File: src/dmac_macros.svh
// dmac constants
// datapath widths, queue sizing, memory credits and register map
`ifndef DMAC_MACROS_SVH
`define DMAC_MACROS_SVH

// ------------------------------------------------
// datapath
`define DMAC_ADDR_W 16
`define DMAC_DATA_W 32

// ------------------------------------------------
// buffering and flow control
`define DMAC_QUEUE_DEPTH 2
`define DMAC_MEM_CREDITS 4

// ------------------------------------------------
// register map, word offsets
`define DMAC_REG_ADDR_W 4
`define DMAC_REG_SRC 4'd0
`define DMAC_REG_DST 4'd1
`define DMAC_REG_LEN 4'd2
`define DMAC_REG_SRC_STRIDE 4'd3
`define DMAC_REG_DST_STRIDE 4'd4
`define DMAC_REG_REPS 4'd5
`define DMAC_REG_NEXT_ID 4'd6
`define DMAC_REG_DONE_ID 4'd7
`define DMAC_REG_STATUS 4'd8

`endif

File: src/dmac_pkg.sv
// dmac shared types
// register port, job, burst and memory port structs plus FSM states
`include "dmac_macros.svh"

package dmac_pkg;

  // register offsets, 9 registers need a 4 bit code
  typedef enum logic [`DMAC_REG_ADDR_W-1:0] {
    SRC        = `DMAC_REG_SRC,
    DST        = `DMAC_REG_DST,
    LEN        = `DMAC_REG_LEN,
    SRC_STRIDE = `DMAC_REG_SRC_STRIDE,
    DST_STRIDE = `DMAC_REG_DST_STRIDE,
    REPS       = `DMAC_REG_REPS,
    NEXT_ID    = `DMAC_REG_NEXT_ID,
    DONE_ID    = `DMAC_REG_DONE_ID,
    STATUS     = `DMAC_REG_STATUS
  } reg_addr_e;

  typedef struct packed {
    logic                    valid;
    logic                    write;
    reg_addr_e               addr;
    logic [`DMAC_DATA_W-1:0] wdata;
  } cfg_req_t;

  typedef struct packed {
    logic                    ready;
    logic                    rvalid;
    logic [`DMAC_DATA_W-1:0] rdata;
  } cfg_rsp_t;

  // two-dimensional job, all fields in words
  typedef struct packed {
    logic [`DMAC_ADDR_W-1:0] src;
    logic [`DMAC_ADDR_W-1:0] dst;
    logic [`DMAC_ADDR_W-1:0] len;
    logic [`DMAC_ADDR_W-1:0] src_stride;
    logic [`DMAC_ADDR_W-1:0] dst_stride;
    logic [`DMAC_ADDR_W-1:0] reps;
  } nd_job_t;

  typedef struct packed {
    logic [`DMAC_ADDR_W-1:0] src;
    logic [`DMAC_ADDR_W-1:0] dst;
    logic [`DMAC_ADDR_W-1:0] len;
  } burst_t;

  typedef struct packed {
    logic                    valid;
    logic                    we;
    logic [`DMAC_ADDR_W-1:0] addr;
    logic [`DMAC_DATA_W-1:0] wdata;
  } mem_req_t;

  typedef struct packed {
    logic                    rvalid;
    logic [`DMAC_DATA_W-1:0] rdata;
    logic                    credit;
  } mem_rsp_t;

  typedef enum logic [1:0] {
    IDLE,
    READ,
    WAIT_DATA,
    WRITE
  } copy_state_e;

endpackage

File: src/dmac_reg_frontend.sv
// dmac register frontend
// holds the job configuration, answers reads and launches jobs on NEXT_ID
`timescale 1ns/1ps
`include "dmac_macros.svh"

module dmac_reg_frontend import dmac_pkg::*; (
  input  logic                    clk_i,
  input  logic                    reset_i,
  input  cfg_req_t                cfg_req_i,
  output cfg_rsp_t                cfg_rsp_o,
  output nd_job_t                 job_o,
  output logic                    job_valid_o,
  input  logic                    job_ready_i,
  input  logic [`DMAC_DATA_W-1:0] next_id_i,
  input  logic [`DMAC_DATA_W-1:0] done_id_i,
  input  logic                    busy_i
);

  logic [`DMAC_ADDR_W-1:0] src_q;
  logic [`DMAC_ADDR_W-1:0] dst_q;
  logic [`DMAC_ADDR_W-1:0] len_q;
  logic [`DMAC_ADDR_W-1:0] src_stride_q;
  logic [`DMAC_ADDR_W-1:0] dst_stride_q;
  logic [`DMAC_ADDR_W-1:0] reps_q;
  logic [`DMAC_ADDR_W-1:0] wr_val;
  logic [`DMAC_DATA_W-1:0] rdata_d;
  logic [`DMAC_DATA_W-1:0] rdata_q;
  logic                    rvalid_q;
  logic                    req_ready;
  logic                    accept;

  assign wr_val = cfg_req_i.wdata[`DMAC_ADDR_W-1:0];

  // a launch waits while the queue is full
  assign req_ready   = cfg_req_i.write || (cfg_req_i.addr != NEXT_ID) || job_ready_i;
  assign accept      = cfg_req_i.valid && req_ready;
  assign job_valid_o = cfg_req_i.valid && !cfg_req_i.write && (cfg_req_i.addr == NEXT_ID);

  assign job_o.src        = src_q;
  assign job_o.dst        = dst_q;
  assign job_o.len        = len_q;
  assign job_o.src_stride = src_stride_q;
  assign job_o.dst_stride = dst_stride_q;
  assign job_o.reps       = reps_q;

  always_ff @(posedge clk_i) begin
    if (reset_i) begin
      src_q        <= '0;
      dst_q        <= '0;
      len_q        <= '0;
      src_stride_q <= '0;
      dst_stride_q <= '0;
      reps_q       <= '0;
    end else if (accept && cfg_req_i.write) begin
      case (cfg_req_i.addr)
        SRC:        src_q        <= wr_val;
        DST:        dst_q        <= wr_val;
        LEN:        len_q        <= wr_val;
        SRC_STRIDE: src_stride_q <= wr_val;
        DST_STRIDE: dst_stride_q <= wr_val;
        REPS:       reps_q       <= wr_val;
        default: ;
      endcase
    end
  end

  // read mux
  always_comb begin
    rdata_d = '0;
    case (cfg_req_i.addr)
      SRC:        rdata_d[`DMAC_ADDR_W-1:0] = src_q;
      DST:        rdata_d[`DMAC_ADDR_W-1:0] = dst_q;
      LEN:        rdata_d[`DMAC_ADDR_W-1:0] = len_q;
      SRC_STRIDE: rdata_d[`DMAC_ADDR_W-1:0] = src_stride_q;
      DST_STRIDE: rdata_d[`DMAC_ADDR_W-1:0] = dst_stride_q;
      REPS:       rdata_d[`DMAC_ADDR_W-1:0] = reps_q;
      NEXT_ID:    rdata_d = next_id_i;
      DONE_ID:    rdata_d = done_id_i;
      STATUS:     rdata_d[0] = busy_i;
      default: ;
    endcase
  end

  // ------------------------------------------------
  // one cycle read response
  always_ff @(posedge clk_i) begin
    if (reset_i) begin
      rvalid_q <= 1'b0;
    end else begin
      rvalid_q <= accept && !cfg_req_i.write;
    end
  end

  always_ff @(posedge clk_i) begin
    if (accept) begin
      rdata_q <= rdata_d;
    end
  end

  assign cfg_rsp_o.ready  = req_ready;
  assign cfg_rsp_o.rvalid = rvalid_q;
  assign cfg_rsp_o.rdata  = rdata_q;

endmodule

File: src/dmac_id_counter.sv
// dmac transfer id counter
// next id to hand out and number of completed jobs
`timescale 1ns/1ps
`include "dmac_macros.svh"

module dmac_id_counter (
  input  logic                    clk_i,
  input  logic                    reset_i,
  input  logic                    issue_i,
  input  logic                    retire_i,
  output logic [`DMAC_DATA_W-1:0] next_id_o,
  output logic [`DMAC_DATA_W-1:0] done_id_o
);

  logic [`DMAC_DATA_W-1:0] next_q;
  logic [`DMAC_DATA_W-1:0] done_q;

  // first launched job gets id 1
  always_ff @(posedge clk_i) begin
    if (reset_i) begin
      next_q <= {{(`DMAC_DATA_W-1){1'b0}}, 1'b1};
      done_q <= '0;
    end else begin
      if (issue_i) begin
        next_q <= next_q + 1'b1;
      end
      if (retire_i) begin
        done_q <= done_q + 1'b1;
      end
    end
  end

  assign next_id_o = next_q;
  assign done_id_o = done_q;

endmodule

File: src/dmac_job_queue.sv
// dmac job queue
// small FIFO between the register frontend and the midend
`timescale 1ns/1ps
`include "dmac_macros.svh"

module dmac_job_queue import dmac_pkg::*; (
  input  logic    clk_i,
  input  logic    reset_i,
  input  nd_job_t job_i,
  input  logic    valid_i,
  output logic    ready_o,
  output nd_job_t job_o,
  output logic    valid_o,
  input  logic    ready_i
);

  localparam int unsigned Depth = `DMAC_QUEUE_DEPTH;
  localparam int unsigned PtrW  = (Depth > 1) ? $clog2(Depth) : 1;
  localparam int unsigned CntW  = $clog2(Depth + 1);

  nd_job_t         mem_q [Depth];
  logic [PtrW-1:0] wr_ptr_q;
  logic [PtrW-1:0] rd_ptr_q;
  logic [CntW-1:0] count_q;
  logic            push;
  logic            pop;

  function automatic logic [PtrW-1:0] ptr_next(input logic [PtrW-1:0] ptr);
    ptr_next = (ptr == PtrW'(Depth - 1)) ? '0 : ptr + 1'b1;
  endfunction

  assign ready_o = (count_q != CntW'(Depth));
  assign valid_o = (count_q != '0);
  assign push    = valid_i && ready_o;
  assign pop     = valid_o && ready_i;
  assign job_o   = mem_q[rd_ptr_q];

  always_ff @(posedge clk_i) begin
    if (reset_i) begin
      wr_ptr_q <= '0;
      rd_ptr_q <= '0;
      count_q  <= '0;
    end else begin
      if (push) begin
        wr_ptr_q <= ptr_next(wr_ptr_q);
      end
      if (pop) begin
        rd_ptr_q <= ptr_next(rd_ptr_q);
      end
      case ({push, pop})
        2'b10:   count_q <= count_q + 1'b1;
        2'b01:   count_q <= count_q - 1'b1;
        default: count_q <= count_q;
      endcase
    end
  end

  always_ff @(posedge clk_i) begin
    if (push) begin
      mem_q[wr_ptr_q] <= job_i;
    end
  end

endmodule

File: src/dmac_nd_midend.sv
// dmac nd midend
// splits a 2d job into one burst per repetition and reports job completion
`timescale 1ns/1ps
`include "dmac_macros.svh"

module dmac_nd_midend import dmac_pkg::*; (
  input  logic    clk_i,
  input  logic    reset_i,
  input  nd_job_t job_i,
  input  logic    job_valid_i,
  output logic    job_ready_o,
  output burst_t  burst_o,
  output logic    burst_valid_o,
  input  logic    burst_ready_i,
  input  logic    burst_done_i,
  output logic    job_done_o,
  output logic    busy_o
);

  localparam int unsigned AddrW = `DMAC_ADDR_W;

  logic             active_q;
  logic             burst_valid_q;
  logic             zero_done_q;
  logic [AddrW-1:0] src_q;
  logic [AddrW-1:0] dst_q;
  logic [AddrW-1:0] len_q;
  logic [AddrW-1:0] src_stride_q;
  logic [AddrW-1:0] dst_stride_q;
  logic [AddrW-1:0] reps_left_q;
  logic             take;
  logic             is_empty;
  logic             last_rep;

  // one job at a time, ready only when idle
  assign job_ready_o = !active_q;
  assign take        = job_valid_i && !active_q;
  assign is_empty    = (job_i.len == '0) || (job_i.reps == '0);
  assign last_rep    = (reps_left_q == AddrW'(1));

  // ------------------------------------------------
  // control
  always_ff @(posedge clk_i) begin
    if (reset_i) begin
      active_q      <= 1'b0;
      burst_valid_q <= 1'b0;
      zero_done_q   <= 1'b0;
    end else begin
      // empty jobs finish the cycle after they are taken
      zero_done_q <= take && is_empty;
      if (take && !is_empty) begin
        active_q      <= 1'b1;
        burst_valid_q <= 1'b1;
      end
      if (burst_valid_q && burst_ready_i) begin
        burst_valid_q <= 1'b0;
      end
      if (burst_done_i) begin
        if (last_rep) begin
          active_q <= 1'b0;
        end else begin
          burst_valid_q <= 1'b1;
        end
      end
    end
  end

  // ------------------------------------------------
  // burst addresses, stepped by the strides
  always_ff @(posedge clk_i) begin
    if (take) begin
      src_q        <= job_i.src;
      dst_q        <= job_i.dst;
      len_q        <= job_i.len;
      src_stride_q <= job_i.src_stride;
      dst_stride_q <= job_i.dst_stride;
      reps_left_q  <= job_i.reps;
    end else if (burst_done_i && !last_rep) begin
      src_q       <= src_q + src_stride_q;
      dst_q       <= dst_q + dst_stride_q;
      reps_left_q <= reps_left_q - 1'b1;
    end
  end

  assign burst_o.src   = src_q;
  assign burst_o.dst   = dst_q;
  assign burst_o.len   = len_q;
  assign burst_valid_o = burst_valid_q;

  assign job_done_o = zero_done_q || (burst_done_i && last_rep);
  assign busy_o     = active_q || zero_done_q;

endmodule

File: src/dmac_copy_engine.sv
// dmac copy engine
// moves a burst word by word, read then write, under memory credits
`timescale 1ns/1ps
`include "dmac_macros.svh"

module dmac_copy_engine import dmac_pkg::*; (
  input  logic     clk_i,
  input  logic     reset_i,
  input  burst_t   burst_i,
  input  logic     burst_valid_i,
  output logic     burst_ready_o,
  output logic     burst_done_o,
  output mem_req_t mem_req_o,
  input  mem_rsp_t mem_rsp_i,
  output logic     busy_o
);

  localparam int unsigned Credits = `DMAC_MEM_CREDITS;
  localparam int unsigned CredW   = $clog2(Credits + 1);

  copy_state_e             state_q;
  copy_state_e             state_d;
  logic [`DMAC_ADDR_W-1:0] src_q;
  logic [`DMAC_ADDR_W-1:0] dst_q;
  logic [`DMAC_ADDR_W-1:0] left_q;
  logic [`DMAC_DATA_W-1:0] data_q;
  logic [CredW-1:0]        credits_q;
  logic                    have_credit;
  logic                    send;
  logic                    last_word;

  assign have_credit = (credits_q != '0);
  assign last_word   = (left_q == {{(`DMAC_ADDR_W-1){1'b0}}, 1'b1});

  always_comb begin
    state_d         = state_q;
    mem_req_o.valid = 1'b0;
    mem_req_o.we    = 1'b0;
    mem_req_o.addr  = src_q;
    mem_req_o.wdata = data_q;
    burst_done_o    = 1'b0;
    case (state_q)
      IDLE: begin
        if (burst_valid_i) begin
          state_d = READ;
        end
      end
      READ: begin
        // stall here without credits
        mem_req_o.valid = have_credit;
        if (have_credit) begin
          state_d = WAIT_DATA;
        end
      end
      WAIT_DATA: begin
        if (mem_rsp_i.rvalid) begin
          state_d = WRITE;
        end
      end
      WRITE: begin
        mem_req_o.valid = have_credit;
        mem_req_o.we    = 1'b1;
        mem_req_o.addr  = dst_q;
        if (have_credit) begin
          burst_done_o = last_word;
          state_d      = last_word ? IDLE : READ;
        end
      end
      default: state_d = IDLE;
    endcase
  end

  assign send          = mem_req_o.valid;
  assign burst_ready_o = (state_q == IDLE);
  assign busy_o        = (state_q != IDLE);

  // ------------------------------------------------
  // state and credit counter
  always_ff @(posedge clk_i) begin
    if (reset_i) begin
      state_q   <= IDLE;
      credits_q <= CredW'(Credits);
    end else begin
      state_q   <= state_d;
      credits_q <= credits_q + CredW'(mem_rsp_i.credit) - CredW'(send);
    end
  end

  // addresses, word count and data buffer
  always_ff @(posedge clk_i) begin
    case (state_q)
      IDLE: begin
        if (burst_valid_i) begin
          src_q  <= burst_i.src;
          dst_q  <= burst_i.dst;
          left_q <= burst_i.len;
        end
      end
      READ: begin
        if (send) begin
          src_q <= src_q + 1'b1;
        end
      end
      WAIT_DATA: begin
        if (mem_rsp_i.rvalid) begin
          data_q <= mem_rsp_i.rdata;
        end
      end
      default: begin
        if (send) begin
          dst_q  <= dst_q + 1'b1;
          left_q <= left_q - 1'b1;
        end
      end
    endcase
  end

endmodule

File: src/dmac_top.sv
// dmac top level
// register frontend, id counter, job queue, midend and copy engine
`timescale 1ns/1ps
`include "dmac_macros.svh"

module dmac_top import dmac_pkg::*; (
  input  logic     clk_i,
  input  logic     reset_i,
  input  cfg_req_t cfg_req_i,
  output cfg_rsp_t cfg_rsp_o,
  output mem_req_t mem_req_o,
  input  mem_rsp_t mem_rsp_i,
  output logic     done_event_o,
  output logic     busy_o
);

  nd_job_t                 fe_job;
  logic                    fe_valid;
  logic                    fe_ready;
  nd_job_t                 q_job;
  logic                    q_valid;
  logic                    q_ready;
  burst_t                  burst;
  logic                    burst_valid;
  logic                    burst_ready;
  logic                    burst_done;
  logic                    job_done;
  logic                    mid_busy;
  logic                    eng_busy;
  logic [`DMAC_DATA_W-1:0] next_id;
  logic [`DMAC_DATA_W-1:0] done_id;

  assign done_event_o = job_done;
  assign busy_o       = q_valid | mid_busy | eng_busy;

  // ------------------------------------------------
  // frontend and ids
  dmac_reg_frontend i_reg_frontend (
    .clk_i,
    .reset_i,
    .cfg_req_i,
    .cfg_rsp_o,
    .job_o      (fe_job),
    .job_valid_o(fe_valid),
    .job_ready_i(fe_ready),
    .next_id_i  (next_id),
    .done_id_i  (done_id),
    .busy_i     (busy_o)
  );

  dmac_id_counter i_id_counter (
    .clk_i,
    .reset_i,
    .issue_i  (fe_valid & fe_ready),
    .retire_i (job_done),
    .next_id_o(next_id),
    .done_id_o(done_id)
  );

  // ------------------------------------------------
  // queue, midend and engine
  dmac_job_queue i_job_queue (
    .clk_i,
    .reset_i,
    .job_i  (fe_job),
    .valid_i(fe_valid),
    .ready_o(fe_ready),
    .job_o  (q_job),
    .valid_o(q_valid),
    .ready_i(q_ready)
  );

  dmac_nd_midend i_nd_midend (
    .clk_i,
    .reset_i,
    .job_i        (q_job),
    .job_valid_i  (q_valid),
    .job_ready_o  (q_ready),
    .burst_o      (burst),
    .burst_valid_o(burst_valid),
    .burst_ready_i(burst_ready),
    .burst_done_i (burst_done),
    .job_done_o   (job_done),
    .busy_o       (mid_busy)
  );

  dmac_copy_engine i_copy_engine (
    .clk_i,
    .reset_i,
    .burst_i      (burst),
    .burst_valid_i(burst_valid),
    .burst_ready_o(burst_ready),
    .burst_done_o (burst_done),
    .mem_req_o,
    .mem_rsp_i,
    .busy_o       (eng_busy)
  );

endmodule

File: config.mk
export PLATFORM = sky130hd
export DESIGN_NAME = dmac_top
export DESIGN_NICKNAME = d
export VERILOG_FILES = /design/src/dmac_pkg.sv /design/src/dmac_reg_frontend.sv /design/src/dmac_id_counter.sv /design/src/dmac_job_queue.sv /design/src/dmac_nd_midend.sv /design/src/dmac_copy_engine.sv /design/src/dmac_top.sv
export VERILOG_INCLUDE_DIRS = /design/src /design/src/src
export SDC_FILE = /design/constraint.sdc
export NUM_CORES = 1
export LEC_CHECK = 0
export ABC_CLOCK_PERIOD_IN_PS = 6000
export CORE_MARGIN = 2
export CORE_UTILIZATION = 45
export DETAILED_ROUTE_END_ITERATION = 7
export DONT_BUFFER_PORTS = 1
export PLACE_DENSITY = 0.58
export SLEW_MARGIN = 20
export SYNTH_ARGS = -nofsm -noshare
export SYNTH_HDL_FRONTEND = slang
export SYNTH_SLANG_ARGS = --single-unit
File: constraint.sdc
create_clock -name clk_i -period 6 [get_ports clk_i]
set_input_delay 0.9 -clock clk_i [delete_from_list [all_inputs] [get_ports clk_i]]
set_output_delay 0.9 -clock clk_i [all_outputs]
set_load 0.005 [all_outputs]
==> run_summary.xml, run 1 <==
<?xml version="1.0" encoding="UTF-8"?>
<metrics>
  <group name="floorplanning">
    <metric name="fp.dieW" unit="um">237.8</metric>
    <metric name="core_area" unit="mm^2">0.05392</metric>
    <metric name="io_pins" unit="">160</metric>
    <metric name="die-area" unit="mm^2">0.05656</metric>
    <metric name="initial_core_util" unit="%">45.63</metric>
    <metric name="vertical_die_dimension" unit="um">237.8</metric>
    <metric name="placement_rows" unit="">85</metric>
  </group>
  <group name="setup_path">
    <metric name="cp_max_fo" unit="">20</metric>
    <metric name="worstSetupStartpointType" unit="">flop</metric>
    <metric name="end_kind" unit="">output pin</metric>
    <metric name="crit_type" unit="">flop to output pin</metric>
    <metric name="critPathRequiredTime" unit="ps">5100</metric>
    <metric name="cp_data_arrival_time" unit="ps">3460</metric>
  </group>
  <group name="clock_tree">
    <metric name="post_cts_hold_buffer_count" unit="">0</metric>
    <metric name="cts.repair_timing.setup_buffer_count" unit="">0</metric>
    <metric name="cts_tree" unit="">done</metric>
    <metric name="cts_root_buf" unit="">clkbuf_16</metric>
    <metric name="postCtsResizedCells" unit="">0</metric>
    <metric name="cts-root-to-sink-buffers" unit="">3</metric>
    <metric name="worstSkewPairLatency" unit="ps">630</metric>
    <metric name="numClockSinks" unit="">574</metric>
    <metric name="cts.clk_slew.worst_paths" unit="ps">60</metric>
    <metric name="cts_buffers" unit="">59</metric>
    <metric name="h_tree_lvls" unit="">2</metric>
  </group>
  <group name="finish">
    <metric name="nets" unit="">2168</metric>
    <metric name="area_of_combinational_cells_with_multiple_inputs" unit="mm^2">0.008661</metric>
    <metric name="layout.cells.most_common" unit="">edfxtp_1</metric>
    <metric name="combined_flip_flop_and_latch_cell_area" unit="mm^2">0.01550</metric>
    <metric name="fillerInstances" unit="">4673</metric>
    <metric name="final_cell_mix" unit="">edfxtp_1 (400), nand2_1 (297), a21oi_1 (182), dfxtp_1 (173), nor2_1 (101)</metric>
    <metric name="n_antenna_cell" unit="">0</metric>
    <metric name="drive_above_1_share" unit="%">10.02</metric>
    <metric name="area_growth_syn_to_layout" unit="%">10.73</metric>
  </group>
  <group name="sta">
    <metric name="post-route-min-period" unit="ps">4357</metric>
    <metric name="whs" unit="ps">332.4</metric>
    <metric name="hold_viol_final" unit="">0</metric>
    <metric name="fin_tns_setup" unit="ps">0</metric>
    <metric name="setup_violations_final" unit="">0</metric>
    <metric name="tightest_slew" unit="ps">1017</metric>
    <metric name="finalClockSkew" unit="ps">32.25</metric>
    <metric name="post_route_fraction_of_the_period_consumed_by_the_critical_path" unit="%">72.62</metric>
    <metric name="slew_violations" unit="">0</metric>
    <metric name="max_freq" unit="GHz">0.2295</metric>
    <metric name="rsz0062_at_grt" unit="">no</metric>
    <metric name="slew-limit-headroom" unit="%">32.23</metric>
  </group>
  <group name="global_routing">
    <metric name="grt_pass1_vias" unit="">15590</metric>
    <metric name="grt_util_overall" unit="%">21.82</metric>
    <metric name="grt_first_pass_wirelength" unit="um">94310</metric>
    <metric name="number_of_antenna_violations_at_the_first_check_in_global_routing" unit="">0</metric>
    <metric name="grt_start_max_net_pins" unit="">175</metric>
    <metric name="grt_overflow_total" unit="">0</metric>
  </group>
  <group name="logic_synthesis">
    <metric name="yosysUniqueCellTypes" unit="">70</metric>
    <metric name="syn-cell-area" unit="mm^2">0.02460</metric>
    <metric name="synth_ff_type" unit="">edfxtp_1</metric>
    <metric name="synth-async-reset-ratio" unit="%">0</metric>
    <metric name="number_of_synthesized_flops_with_an_enable_pin" unit="">400</metric>
    <metric name="syn_inst" unit="">2065</metric>
    <metric name="synth-seq-area-share" unit="%">62.98</metric>
    <metric name="yosysWarnings" unit="">0</metric>
    <metric name="syn_nets" unit="">2188</metric>
    <metric name="synth-seq-cells" unit="">574</metric>
    <metric name="syn_avg_cell_area" unit="um^2">11.91</metric>
  </group>
  <group name="route">
    <metric name="routed_wire_length_per_instance" unit="um">22.32</metric>
    <metric name="drtPass1Iterations" unit="">5</metric>
    <metric name="vias_per_cell" unit="">5.775</metric>
    <metric name="via_count" unit="">16120</metric>
    <metric name="wirelength" unit="um">62300</metric>
    <metric name="post-route-drc-count" unit="">0</metric>
    <metric name="drt.antenna.violating_nets" unit="">0</metric>
    <metric name="initialDrtViolationCount" unit="">1308</metric>
  </group>
  <group name="hold_path">
    <metric name="worst_hold_path_type" unit="">input port to flop</metric>
  </group>
  <group name="power_and_ir_drop">
    <metric name="power_leakage" unit="nW">8.707</metric>
    <metric name="total_power" unit="mW">11.32</metric>
    <metric name="vdd.ir_drop.worst" unit="V">0.0002322</metric>
    <metric name="power_per_cell_area" unit="mW/mm^2">415.6</metric>
  </group>
  <group name="job">
    <metric name="timing.max_cap.violations" unit="">0</metric>
  </group>
  <group name="placed_design">
    <metric name="final_gp_congestion" unit="">0.8844</metric>
    <metric name="hpwlAfterDp" unit="um">42820</metric>
    <metric name="portBuffers" unit="">0</metric>
  </group>
  <group name="run_status">
    <metric name="outcome" unit="">complete, no violations</metric>
  </group>
</metrics>
-- synth_stat cells (26+ instances only) --
| library cell | n | area share (%) |
|---|---|---|
| o21ai_0 | 95 | 1.9 |
| nand3_1 | 58 | 1.2 |
| or3_1 | 26 | 0.66 |
| a22o_1 | 33 | 1.2 |
| xnor2_1 | 50 | 1.8 |
| dfxtp_1 | 174 | 14 |
| edfxtp_1 | 400 | 49 |
| clkbuf_1 | 85 | 1.3 |
| xor2_1 | 66 | 2.3 |
| nand2_1 | 298 | 4.5 |
| ha_1 | 46 | 2.3 |
| a22oi_1 | 31 | 0.95 |
| a21oi_1 | 182 | 3.7 |
| mux2i_1 | 35 | 1.4 |
| nor2_1 | 104 | 1.6 |
| mux2_2 | 72 | 3.3 |
-- cells by family (layout without fill, tap and decap cells) --
| kind of cell | after synthesis | in the layout | share of synthesized area, % |
|---|---|---|---|
| fa+ha+maj | 49 | 49 | 2.584 |
| xor+xnor | 116 | 116 | 4.130 |
| compound gates | 449 | 449 | 11.27 |
| buf+inv | 130 | 160 | 2.121 |
| mux | 107 | 107 | 4.720 |
| simple gates | 640 | 640 | 12.20 |
| flops | 574 | 574 | 62.98 |
-- state kept, by name, summed over array words and instances (netlist names), 32 cells and up, named ones only --
register	flops
i_job_queue.mem_q	192
i_copy_engine.data_q	32
i_id_counter.done_id_o	32
i_id_counter.next_id_o	32
i_reg_frontend.rdata_q	32
-- worst max-delay path, cell delays in order (launching register included) --
cell     delay [ps]
dfxtp_1         400
ha_1            850
nand2_1         370
nor4_4          770
nor2_1          290
inv_1           140
-- metal layers --
layer	share of wire [%]	track usage (%)	routed length, um	vias up
met2	49	37.22	30550	484
met5	0	0	0	-
met3	5.6	3.077	3494	98
met1	42	28.72	26400	7903
li1	-	-	-	7632
met4	3.0	7.204	1858	0
-- layout make-up --
cell class / instances / area share (%)
sequential: 574 / 56.89
multi-input combinational: 1361 / 31.79
clock buffer: 84 / 6.251
clock inverter: 27 / 0.8083
inverter: 25 / 0.3536
tap: 696 / 3.197
timing repair buffer: 24 / 0.7073
-- metrics by stage --
stage / setup WS, ps / std cells / area (um^2) / utilization, %
2_1_floorplan: 1222 / 2065 / 24600 / -
3_3_place_gp: 2291 / 2680 / 25310 / 46.94
3_5_place_dp: 2205 / 2680 / 25310 / 46.94
4_1_cts: 1582 / 2791 / 27230 / 50.50
5_1_grt: 1378 / 2791 / 27240 / 50.52
6_report: 1643 / 2791 / 27240 / 50.52
-- path summary, 6_finish.rpt --
check,slack (ps),to,startpoint,depth (start not counted)
hold / removal,330,i_reg_frontend.rvalid_q,reset_i,1
hold reg to reg,490,i_job_queue.mem_q[0][46],i_reg_frontend.src_stride_q[14],0
setup reg to reg,2240,i_id_counter.done_id_o[21],i_copy_engine.state_q[1],6
setup / recovery,1640,done_event_o,i_copy_engine.state_q[1],5
-- power by group --
| group | internal [mW] | switching [mW] |
|---|---|---|
| Sequential | 4.91 | 0.351 |
| Clock | 2.06 | 1.55 |
| Combinational | 0.961 | 1.49 |
| Total | 7.93 | 3.39 |
(Power assumes the default switching activity.)
==> run 2, diff against run 1 <==
Settings changed: ABC_AREA set to 1, ABC_CLOCK_PERIOD_IN_PS 6000 to 4300, PLACE_DENSITY 0.58 to 0.56.
Clock period 6 ns to 4.3 ns, I/O delays scaled along.
==> run_summary.xml, run 2 <==
<?xml version="1.0" encoding="UTF-8"?>
<metrics>
  <group name="route">
    <metric name="drtPass1Iterations" unit="">6</metric>
    <metric name="post-route-drc-count" unit="">0</metric>
    <metric name="vias_per_cell" unit="">5.349</metric>
    <metric name="wirelength" unit="um">72910</metric>
    <metric name="via_count" unit="">19580</metric>
    <metric name="initialDrtViolationCount" unit="">1497</metric>
    <metric name="drt.antenna.violating_nets" unit="">0</metric>
    <metric name="routed_wire_length_per_instance" unit="um">19.92</metric>
  </group>
  <group name="clock_tree">
    <metric name="worstSkewPairLatency" unit="ps">620</metric>
    <metric name="cts_root_buf" unit="">clkbuf_16</metric>
    <metric name="cts-root-to-sink-buffers" unit="">3</metric>
    <metric name="h_tree_lvls" unit="">2</metric>
    <metric name="cts_tree" unit="">done</metric>
    <metric name="cts.clk_slew.worst_paths" unit="ps">70</metric>
    <metric name="numClockSinks" unit="">574</metric>
    <metric name="post_cts_hold_buffer_count" unit="">0</metric>
    <metric name="cts_buffers" unit="">61</metric>
    <metric name="postCtsResizedCells" unit="">0</metric>
    <metric name="cts.repair_timing.setup_buffer_count" unit="">0</metric>
  </group>
  <group name="setup_path">
    <metric name="path_depth" unit="">8</metric>
    <metric name="crit_start" unit="">i_copy_engine.left_q[1]</metric>
    <metric name="reg2reg_from" unit="">i_copy_engine.state_q[1]</metric>
    <metric name="end_kind" unit="">output pin</metric>
    <metric name="cp_data_arrival_time" unit="ps">2760</metric>
    <metric name="critical_path.reg2reg.endpoint" unit="">i_copy_engine.credits_q[2]</metric>
    <metric name="reg2regPathDepth" unit="">12</metric>
    <metric name="worst-path-buf-inv" unit="">1</metric>
    <metric name="worstSetupStartpointType" unit="">flop</metric>
    <metric name="critPathRequiredTime" unit="ps">3650</metric>
    <metric name="cp_max_fo" unit="">34</metric>
    <metric name="crit_type" unit="">flop to output pin</metric>
    <metric name="critical-path-slowest-cell" unit="">nand2_4</metric>
    <metric name="timing.critical_path.to" unit="">done_event_o</metric>
    <metric name="worstPathCellList" unit="">inv_1 -&gt; ha_1 -&gt; nand3_1 -&gt; nor2_1 -&gt; nand2_1 -&gt; nor2_1 -&gt; nand2_1 -&gt; nand2_4</metric>
    <metric name="setup_slack_of_the_most_critical_reg_to_reg_path" unit="ps">1200</metric>
    <metric name="worst_path_dominant_cell_family" unit="">simple AND/OR/NAND/NOR gates</metric>
    <metric name="critical-path-max-stage-delay" unit="ps">420</metric>
  </group>
  <group name="floorplanning">
    <metric name="core_area" unit="mm^2">0.05770</metric>
    <metric name="die-area" unit="mm^2">0.06025</metric>
    <metric name="io_pins" unit="">160</metric>
    <metric name="placement_rows" unit="">88</metric>
    <metric name="vertical_die_dimension" unit="um">245.5</metric>
    <metric name="initial_core_util" unit="%">45.48</metric>
    <metric name="fp.dieW" unit="um">245.5</metric>
  </group>
  <group name="logic_synthesis">
    <metric name="syn_avg_cell_area" unit="um^2">9.158</metric>
    <metric name="synth-async-reset-ratio" unit="%">0</metric>
    <metric name="synth-seq-cells" unit="">574</metric>
    <metric name="synth_ff_type" unit="">edfxtp_1</metric>
    <metric name="syn_nets" unit="">2988</metric>
    <metric name="synth.top_cells.by_count" unit="">nand2_1 (869), edfxtp_1 (400), inv_1 (229)</metric>
    <metric name="number_of_synthesized_flops_with_an_enable_pin" unit="">400</metric>
    <metric name="netlist.area_leader.share" unit="%">45.78</metric>
    <metric name="syn-cell-area" unit="mm^2">0.02624</metric>
    <metric name="yosysWarnings" unit="">0</metric>
    <metric name="yosys.cell_count.top_type" unit="">nand2_1</metric>
    <metric name="yosysTopAreaCell" unit="">edfxtp_1</metric>
    <metric name="syn_inst" unit="">2865</metric>
    <metric name="yosysUniqueCellTypes" unit="">44</metric>
    <metric name="synth.top_cells.by_area" unit="">edfxtp_1 (46%), dfxtp_1 (13%), nand2_1 (12%)</metric>
    <metric name="synth-seq-area-share" unit="%">59.06</metric>
  </group>
  <group name="finish">
    <metric name="area_growth_syn_to_layout" unit="%">11.05</metric>
    <metric name="top_reg_by_flops" unit="">i_job_queue.mem_q</metric>
    <metric name="drive_above_1_share" unit="%">6.043</metric>
    <metric name="nets" unit="">2969</metric>
    <metric name="largest_register_ff_count" unit="">192</metric>
    <metric name="finalCoreUtilization" unit="%">50.50</metric>
    <metric name="final_cell_mix" unit="">nand2_1 (869), edfxtp_1 (400), inv_1 (226), nor2_1 (225), a21oi_1 (201)</metric>
    <metric name="n_antenna_cell" unit="">0</metric>
    <metric name="layout.cells.most_common" unit="">nand2_1</metric>
  </group>
  <group name="sta">
    <metric name="tightest_slew" unit="ps">907.8</metric>
    <metric name="slew-limit-headroom" unit="%">39.33</metric>
    <metric name="fin_tns_setup" unit="ps">0</metric>
    <metric name="rsz0062_at_grt" unit="">no</metric>
    <metric name="max_freq" unit="GHz">0.2938</metric>
    <metric name="post-route-min-period" unit="ps">3403</metric>
    <metric name="finalWorstSetupSlack" unit="ps">896.6</metric>
    <metric name="setup_violations_final" unit="">0</metric>
    <metric name="hold_viol_final" unit="">0</metric>
    <metric name="slew_violations" unit="">0</metric>
    <metric name="finalClockSkew" unit="ps">24.27</metric>
    <metric name="post_route_fraction_of_the_period_consumed_by_the_critical_path" unit="%">79.15</metric>
  </group>
  <group name="power_and_ir_drop">
    <metric name="total_power" unit="mW">18.58</metric>
    <metric name="power_leakage" unit="nW">10.59</metric>
    <metric name="power_per_cell_area" unit="mW/mm^2">637.7</metric>
    <metric name="vdd.ir_drop.worst" unit="V">0.0003718</metric>
  </group>
  <group name="global_routing">
    <metric name="grt_first_pass_wirelength" unit="um">110900</metric>
    <metric name="grt_pass1_vias" unit="">18410</metric>
    <metric name="grt_start_max_net_pins" unit="">118</metric>
    <metric name="grt_overflow_total" unit="">0</metric>
    <metric name="number_of_antenna_violations_at_the_first_check_in_global_routing" unit="">1</metric>
    <metric name="grt_util_overall" unit="%">24.15</metric>
  </group>
  <group name="placed_design">
    <metric name="portBuffers" unit="">0</metric>
    <metric name="hpwlAfterDp" unit="um">51960</metric>
    <metric name="final_gp_congestion" unit="">0.9024</metric>
    <metric name="place_worst_setup_slack" unit="ps">1167</metric>
  </group>
  <group name="hold_path">
    <metric name="worst_hold_path_type" unit="">input port to flop</metric>
    <metric name="min_from" unit="">reset_i</metric>
  </group>
  <group name="run_status">
    <metric name="outcome" unit="">complete, no violations</metric>
  </group>
  <group name="job">
    <metric name="timing.max_cap.violations" unit="">0</metric>
  </group>
</metrics>
==> run 2: worst reg2reg max path, cell delays in order (launching register included) <==
cell and delay, ps:
dfxtp_1 330, inv_1 140, ha_1 480, inv_1 420, a21oi_1 460, ha_1 300, inv_1 60, ha_1 130
inv_1 40, fa_1 340, inv_1 70, or2_2 100, nand3_1 60
==> run 2: how the worst min path moves through the flow <==
stage	endpoint	slack (ps)	cells past startpoint
6_report	i_id_counter.done_id_o[23]	80	1
5_1_grt	i_id_counter.done_id_o[23]	60	1
4_1_cts	i_reg_frontend.rvalid_q	60	1
3_5_place_dp	i_job_queue.mem_q[1][61]	440	0
3_3_place_gp	flop	430	1
2_1_floorplan	i_job_queue.mem_q[0][0]	430	0
==> run 2: cells by family after synthesis <==
| kind of cell | synth area share (%) |
|---|---|
| xor+xnor | 2.103 |
| buf+inv | 5.274 |
| flops | 59.06 |
| simple gates | 21.47 |
| mux | 0.07630 |
| fa+ha+maj | 2.423 |
| compound gates | 9.599 |
==> run 2: layer usage <==
metal / up-vias / wire [um] / track usage (%)
met5: - / 7 / 0
met4: 2 / 2832 / 9.198
met3: 137 / 3947 / 3.896
met2: 578 / 34810 / 40.35
met1: 9223 / 31310 / 31.59
li1: 9641 / - / -
==> run 2: metrics by stage <==
stage	cell area [um^2]	hold slack (ps)	cells
finish	29140	84.75	3661
global route	29140	59.31	3661
CTS	29140	55.67	3661
detailed placement	27020	438.7	3548
global placement	27020	429.4	3548
floorplan	26250	425.6	2865
==> run 2: area by class of cell <==
class	count	area, um^2
inverters	237	889.6
well taps	765	957.2
clock buffers	85	1800
fillers	5414	28560
clock inverters	28	315.3
repair buffers	30	275.3
flip-flops and latches	574	15500
multi-input cells	1942	9400
==> run 2: power by group <==
group	internal (mW)	leakage (nW)	switching, mW	total, mW
Sequential	7.27	5.11	0.677	7.95
Clock	3.27	1.01	2.20	5.47
Combinational	1.68	4.47	3.48	5.16
Total	12.2	10.6	6.35	18.6
==> run 3, diff against run 2 <==
Settings changed: ABC_AREA 1 to 0, ABC_CLOCK_PERIOD_IN_PS 4300 to 3300.
Clock period 4.3 ns to 3.3 ns, I/O delays scaled along.
==> run_summary.xml, run 3 (synthesis gave the netlist of run 1 again) <==
<?xml version="1.0" encoding="UTF-8"?>
<metrics>
  <group name="sta">
    <metric name="slew_violations" unit="">0</metric>
    <metric name="tightest_slew" unit="ps">984.4</metric>
    <metric name="fin_tns_setup" unit="ps">0</metric>
    <metric name="slew-limit-headroom" unit="%">34.02</metric>
    <metric name="finalClockSkew" unit="ps">24.57</metric>
    <metric name="rsz0062_at_grt" unit="">no</metric>
    <metric name="post_route_fraction_of_the_period_consumed_by_the_critical_path" unit="%">94.67</metric>
    <metric name="hold_viol_final" unit="">0</metric>
    <metric name="post-route-min-period" unit="ps">3124</metric>
    <metric name="setup_violations_final" unit="">0</metric>
    <metric name="whs" unit="ps">115.7</metric>
    <metric name="max_freq" unit="GHz">0.3201</metric>
  </group>
  <group name="clock_tree">
    <metric name="worstSkewPairLatency" unit="ps">630</metric>
    <metric name="cts_root_buf" unit="">clkbuf_16</metric>
    <metric name="cts.clk_slew.worst_paths" unit="ps">60</metric>
    <metric name="cts-root-to-sink-buffers" unit="">3</metric>
    <metric name="h_tree_lvls" unit="">2</metric>
    <metric name="cts_buffers" unit="">60</metric>
    <metric name="numClockSinks" unit="">574</metric>
    <metric name="cts_tree" unit="">done</metric>
  </group>
  <group name="floorplanning">
    <metric name="vertical_die_dimension" unit="um">237.8</metric>
    <metric name="placement_rows" unit="">85</metric>
    <metric name="fp.dieW" unit="um">237.8</metric>
    <metric name="die-area" unit="mm^2">0.05656</metric>
    <metric name="initial_core_util" unit="%">45.63</metric>
    <metric name="core_area" unit="mm^2">0.05392</metric>
    <metric name="io_pins" unit="">160</metric>
  </group>
  <group name="finish">
    <metric name="fillerInstances" unit="">4604</metric>
    <metric name="nets" unit="">2245</metric>
    <metric name="largest_register_ff_count" unit="">192</metric>
    <metric name="final_cell_mix" unit="">edfxtp_1 (400), nand2_1 (297), a21oi_1 (182), dfxtp_1 (173), nor2_1 (101)</metric>
    <metric name="layout.cells.most_common" unit="">edfxtp_1</metric>
    <metric name="area_growth_syn_to_layout" unit="%">14.55</metric>
    <metric name="finalInstanceArea" unit="mm^2">0.02818</metric>
    <metric name="top_reg_by_flops" unit="">i_job_queue.mem_q</metric>
    <metric name="drive_above_1_share" unit="%">11.14</metric>
    <metric name="stdcell_count" unit="">2876</metric>
  </group>
  <group name="power_and_ir_drop">
    <metric name="seq_power_share" unit="%">44.6</metric>
    <metric name="vdd.ir_drop.worst" unit="V">0.0006615</metric>
    <metric name="p_clk_share" unit="%">33.3</metric>
    <metric name="power_per_cell_area" unit="mW/mm^2">758.2</metric>
    <metric name="p_sw" unit="mW">6.342</metric>
    <metric name="power_leakage" unit="nW">9.127</metric>
    <metric name="p_comb_share" unit="%">22.1</metric>
    <metric name="total_power" unit="mW">21.37</metric>
    <metric name="netSwitchingFraction" unit="%">29.68</metric>
    <metric name="internal_power" unit="mW">15.03</metric>
  </group>
  <group name="job">
    <metric name="timing.max_cap.violations" unit="">0</metric>
  </group>
  <group name="global_routing">
    <metric name="grt_util_overall" unit="%">22.52</metric>
    <metric name="number_of_antenna_violations_at_the_first_check_in_global_routing" unit="">12</metric>
    <metric name="grt_first_pass_wirelength" unit="um">96390</metric>
    <metric name="grt_overflow_total" unit="">0</metric>
    <metric name="grt_start_max_net_pins" unit="">171</metric>
    <metric name="grt_pass1_vias" unit="">16000</metric>
  </group>
  <group name="hold_path">
    <metric name="worst_hold_path_type" unit="">input port to flop</metric>
  </group>
  <group name="route">
    <metric name="wl_met2" unit="um">30110</metric>
    <metric name="top_layer_used" unit="">met5</metric>
    <metric name="vias_per_cell" unit="">5.747</metric>
    <metric name="drtPass1Iterations" unit="">6</metric>
    <metric name="via_count" unit="">16530</metric>
    <metric name="met1_length" unit="um">26810</metric>
    <metric name="met3_wirelength" unit="um">4575</metric>
    <metric name="wirelength" unit="um">64230</metric>
    <metric name="initialDrtViolationCount" unit="">1532</metric>
    <metric name="drt.antenna.violating_nets" unit="">0</metric>
    <metric name="post-route-drc-count" unit="">0</metric>
    <metric name="routed_wire_length_per_instance" unit="um">22.33</metric>
  </group>
  <group name="placed_design">
    <metric name="final_gp_congestion" unit="">0.9077</metric>
    <metric name="hpwlAfterDp" unit="um">43710</metric>
    <metric name="place.detailed.instances" unit="">2702</metric>
    <metric name="portBuffers" unit="">0</metric>
    <metric name="detailed_place.area" unit="mm^2">0.02551</metric>
  </group>
  <group name="setup_path">
    <metric name="path_depth" unit="">7</metric>
    <metric name="cp_data_arrival_time" unit="ps">2630</metric>
    <metric name="reg2regPathDepth" unit="">9</metric>
    <metric name="end_kind" unit="">output pin</metric>
    <metric name="critical_path.most_common_cell" unit="">buf_4</metric>
    <metric name="worst-path-buf-inv" unit="">3</metric>
    <metric name="setup_slack_of_the_most_critical_reg_to_reg_path" unit="ps">460</metric>
    <metric name="critical-path-slowest-cell" unit="">edfxtp_1</metric>
    <metric name="critical-path-max-stage-delay" unit="ps">460</metric>
    <metric name="critPathRequiredTime" unit="ps">2800</metric>
    <metric name="critical_path.reg2reg.endpoint" unit="">i_id_counter.done_id_o[21]</metric>
    <metric name="crit_start" unit="">i_copy_engine.left_q[2]</metric>
    <metric name="cp_max_fo" unit="">7</metric>
    <metric name="timing.critical_path.to" unit="">done_event_o</metric>
    <metric name="worstPathCellList" unit="">nor4_2 -&gt; nand4_1 -&gt; buf_4 -&gt; nor4_4 -&gt; buf_4 -&gt; nor2_1 -&gt; inv_1</metric>
    <metric name="reg2reg_from" unit="">i_copy_engine.left_q[2]</metric>
    <metric name="crit_type" unit="">flop to output pin</metric>
    <metric name="worst_path_dominant_cell_family" unit="">simple AND/OR/NAND/NOR gates</metric>
    <metric name="worstSetupStartpointType" unit="">flop</metric>
  </group>
  <group name="run_status">
    <metric name="outcome" unit="">complete, no violations</metric>
  </group>
</metrics>
run 3: metrics by stage:
step / worst slack, ps / util, %
CTS: 60.40 / 52.19
global placement: 447.5 / 47.31
floorplan: 21.40 / -
global route: 22.07 / 52.26
detailed placement: 426.4 / 47.31
finish: 176.0 / 52.27
run 3: worst min path at each step:
stage                               startpoint                          to  slack, ps  depth (start not counted)
floorplan             i_reg_frontend.reps_q[0]     i_job_queue.mem_q[0][0]        450                          0
global placement    i_id_counter.next_id_o[31]  i_id_counter.next_id_o[31]        460                          2
detailed placement  i_id_counter.next_id_o[31]  i_id_counter.next_id_o[31]        480                          2
CTS                               mem_rsp_i[0]  i_copy_engine.credits_q[0]         80                          2
global route                      mem_rsp_i[0]  i_copy_engine.credits_q[0]         90                          2
finish                            mem_rsp_i[0]  i_copy_engine.credits_q[0]        120                          2
run 3: worst register-to-register path: stages, from the launching register on:
cell and delay, ps:
edfxtp_1 460, nor4_2 400, nand4_1 160, buf_4 220
nor4_4 360, buf_4 210, o211ai_1 80, buf_4 200
or4_1 510, a21oi_1 160
run 3: cell type report:
type	instances	area, um^2	share of cell area (%)
diodes	8	20.02	0.07104
clock buffers	68	1551	5.505
clock inverters	44	523.0	1.856
inverters	25	96.34	0.3419
multi-input cells	1361	8668	30.76
flip-flops and latches	574	15500	54.99
well taps	696	870.8	3.090
repair buffers	100	953.4	3.383
run 3: repair_timing:
item                                    4_1_cts  5_1_grt
gates resized for setup                       0        3
hold endpoints to repair                    205        0
setup buffers                                 0        0
endpoints found under the setup margin        0        1
hold buffers                                 54        0
run 3: power by group through the flow:
stage                     logic, mW  clock network (mW)  registers (mW)
after CTS                      4.76                7.24            9.54
after detailed placement       4.60                   0            9.69
after global routing           5.29                7.54            9.63
final                          4.72                7.11            9.54
after floorplan                3.51                   0            9.44
after global placement         4.52                   0            9.67
run 3: layer usage:
layer  vias to the layer above  global-route usage, %
met5                         -                      0
met4                         6                  10.41
met3                       126                  4.894
met2                       562                  35.83
met1                      8044                  29.56
li1                       7790                      -
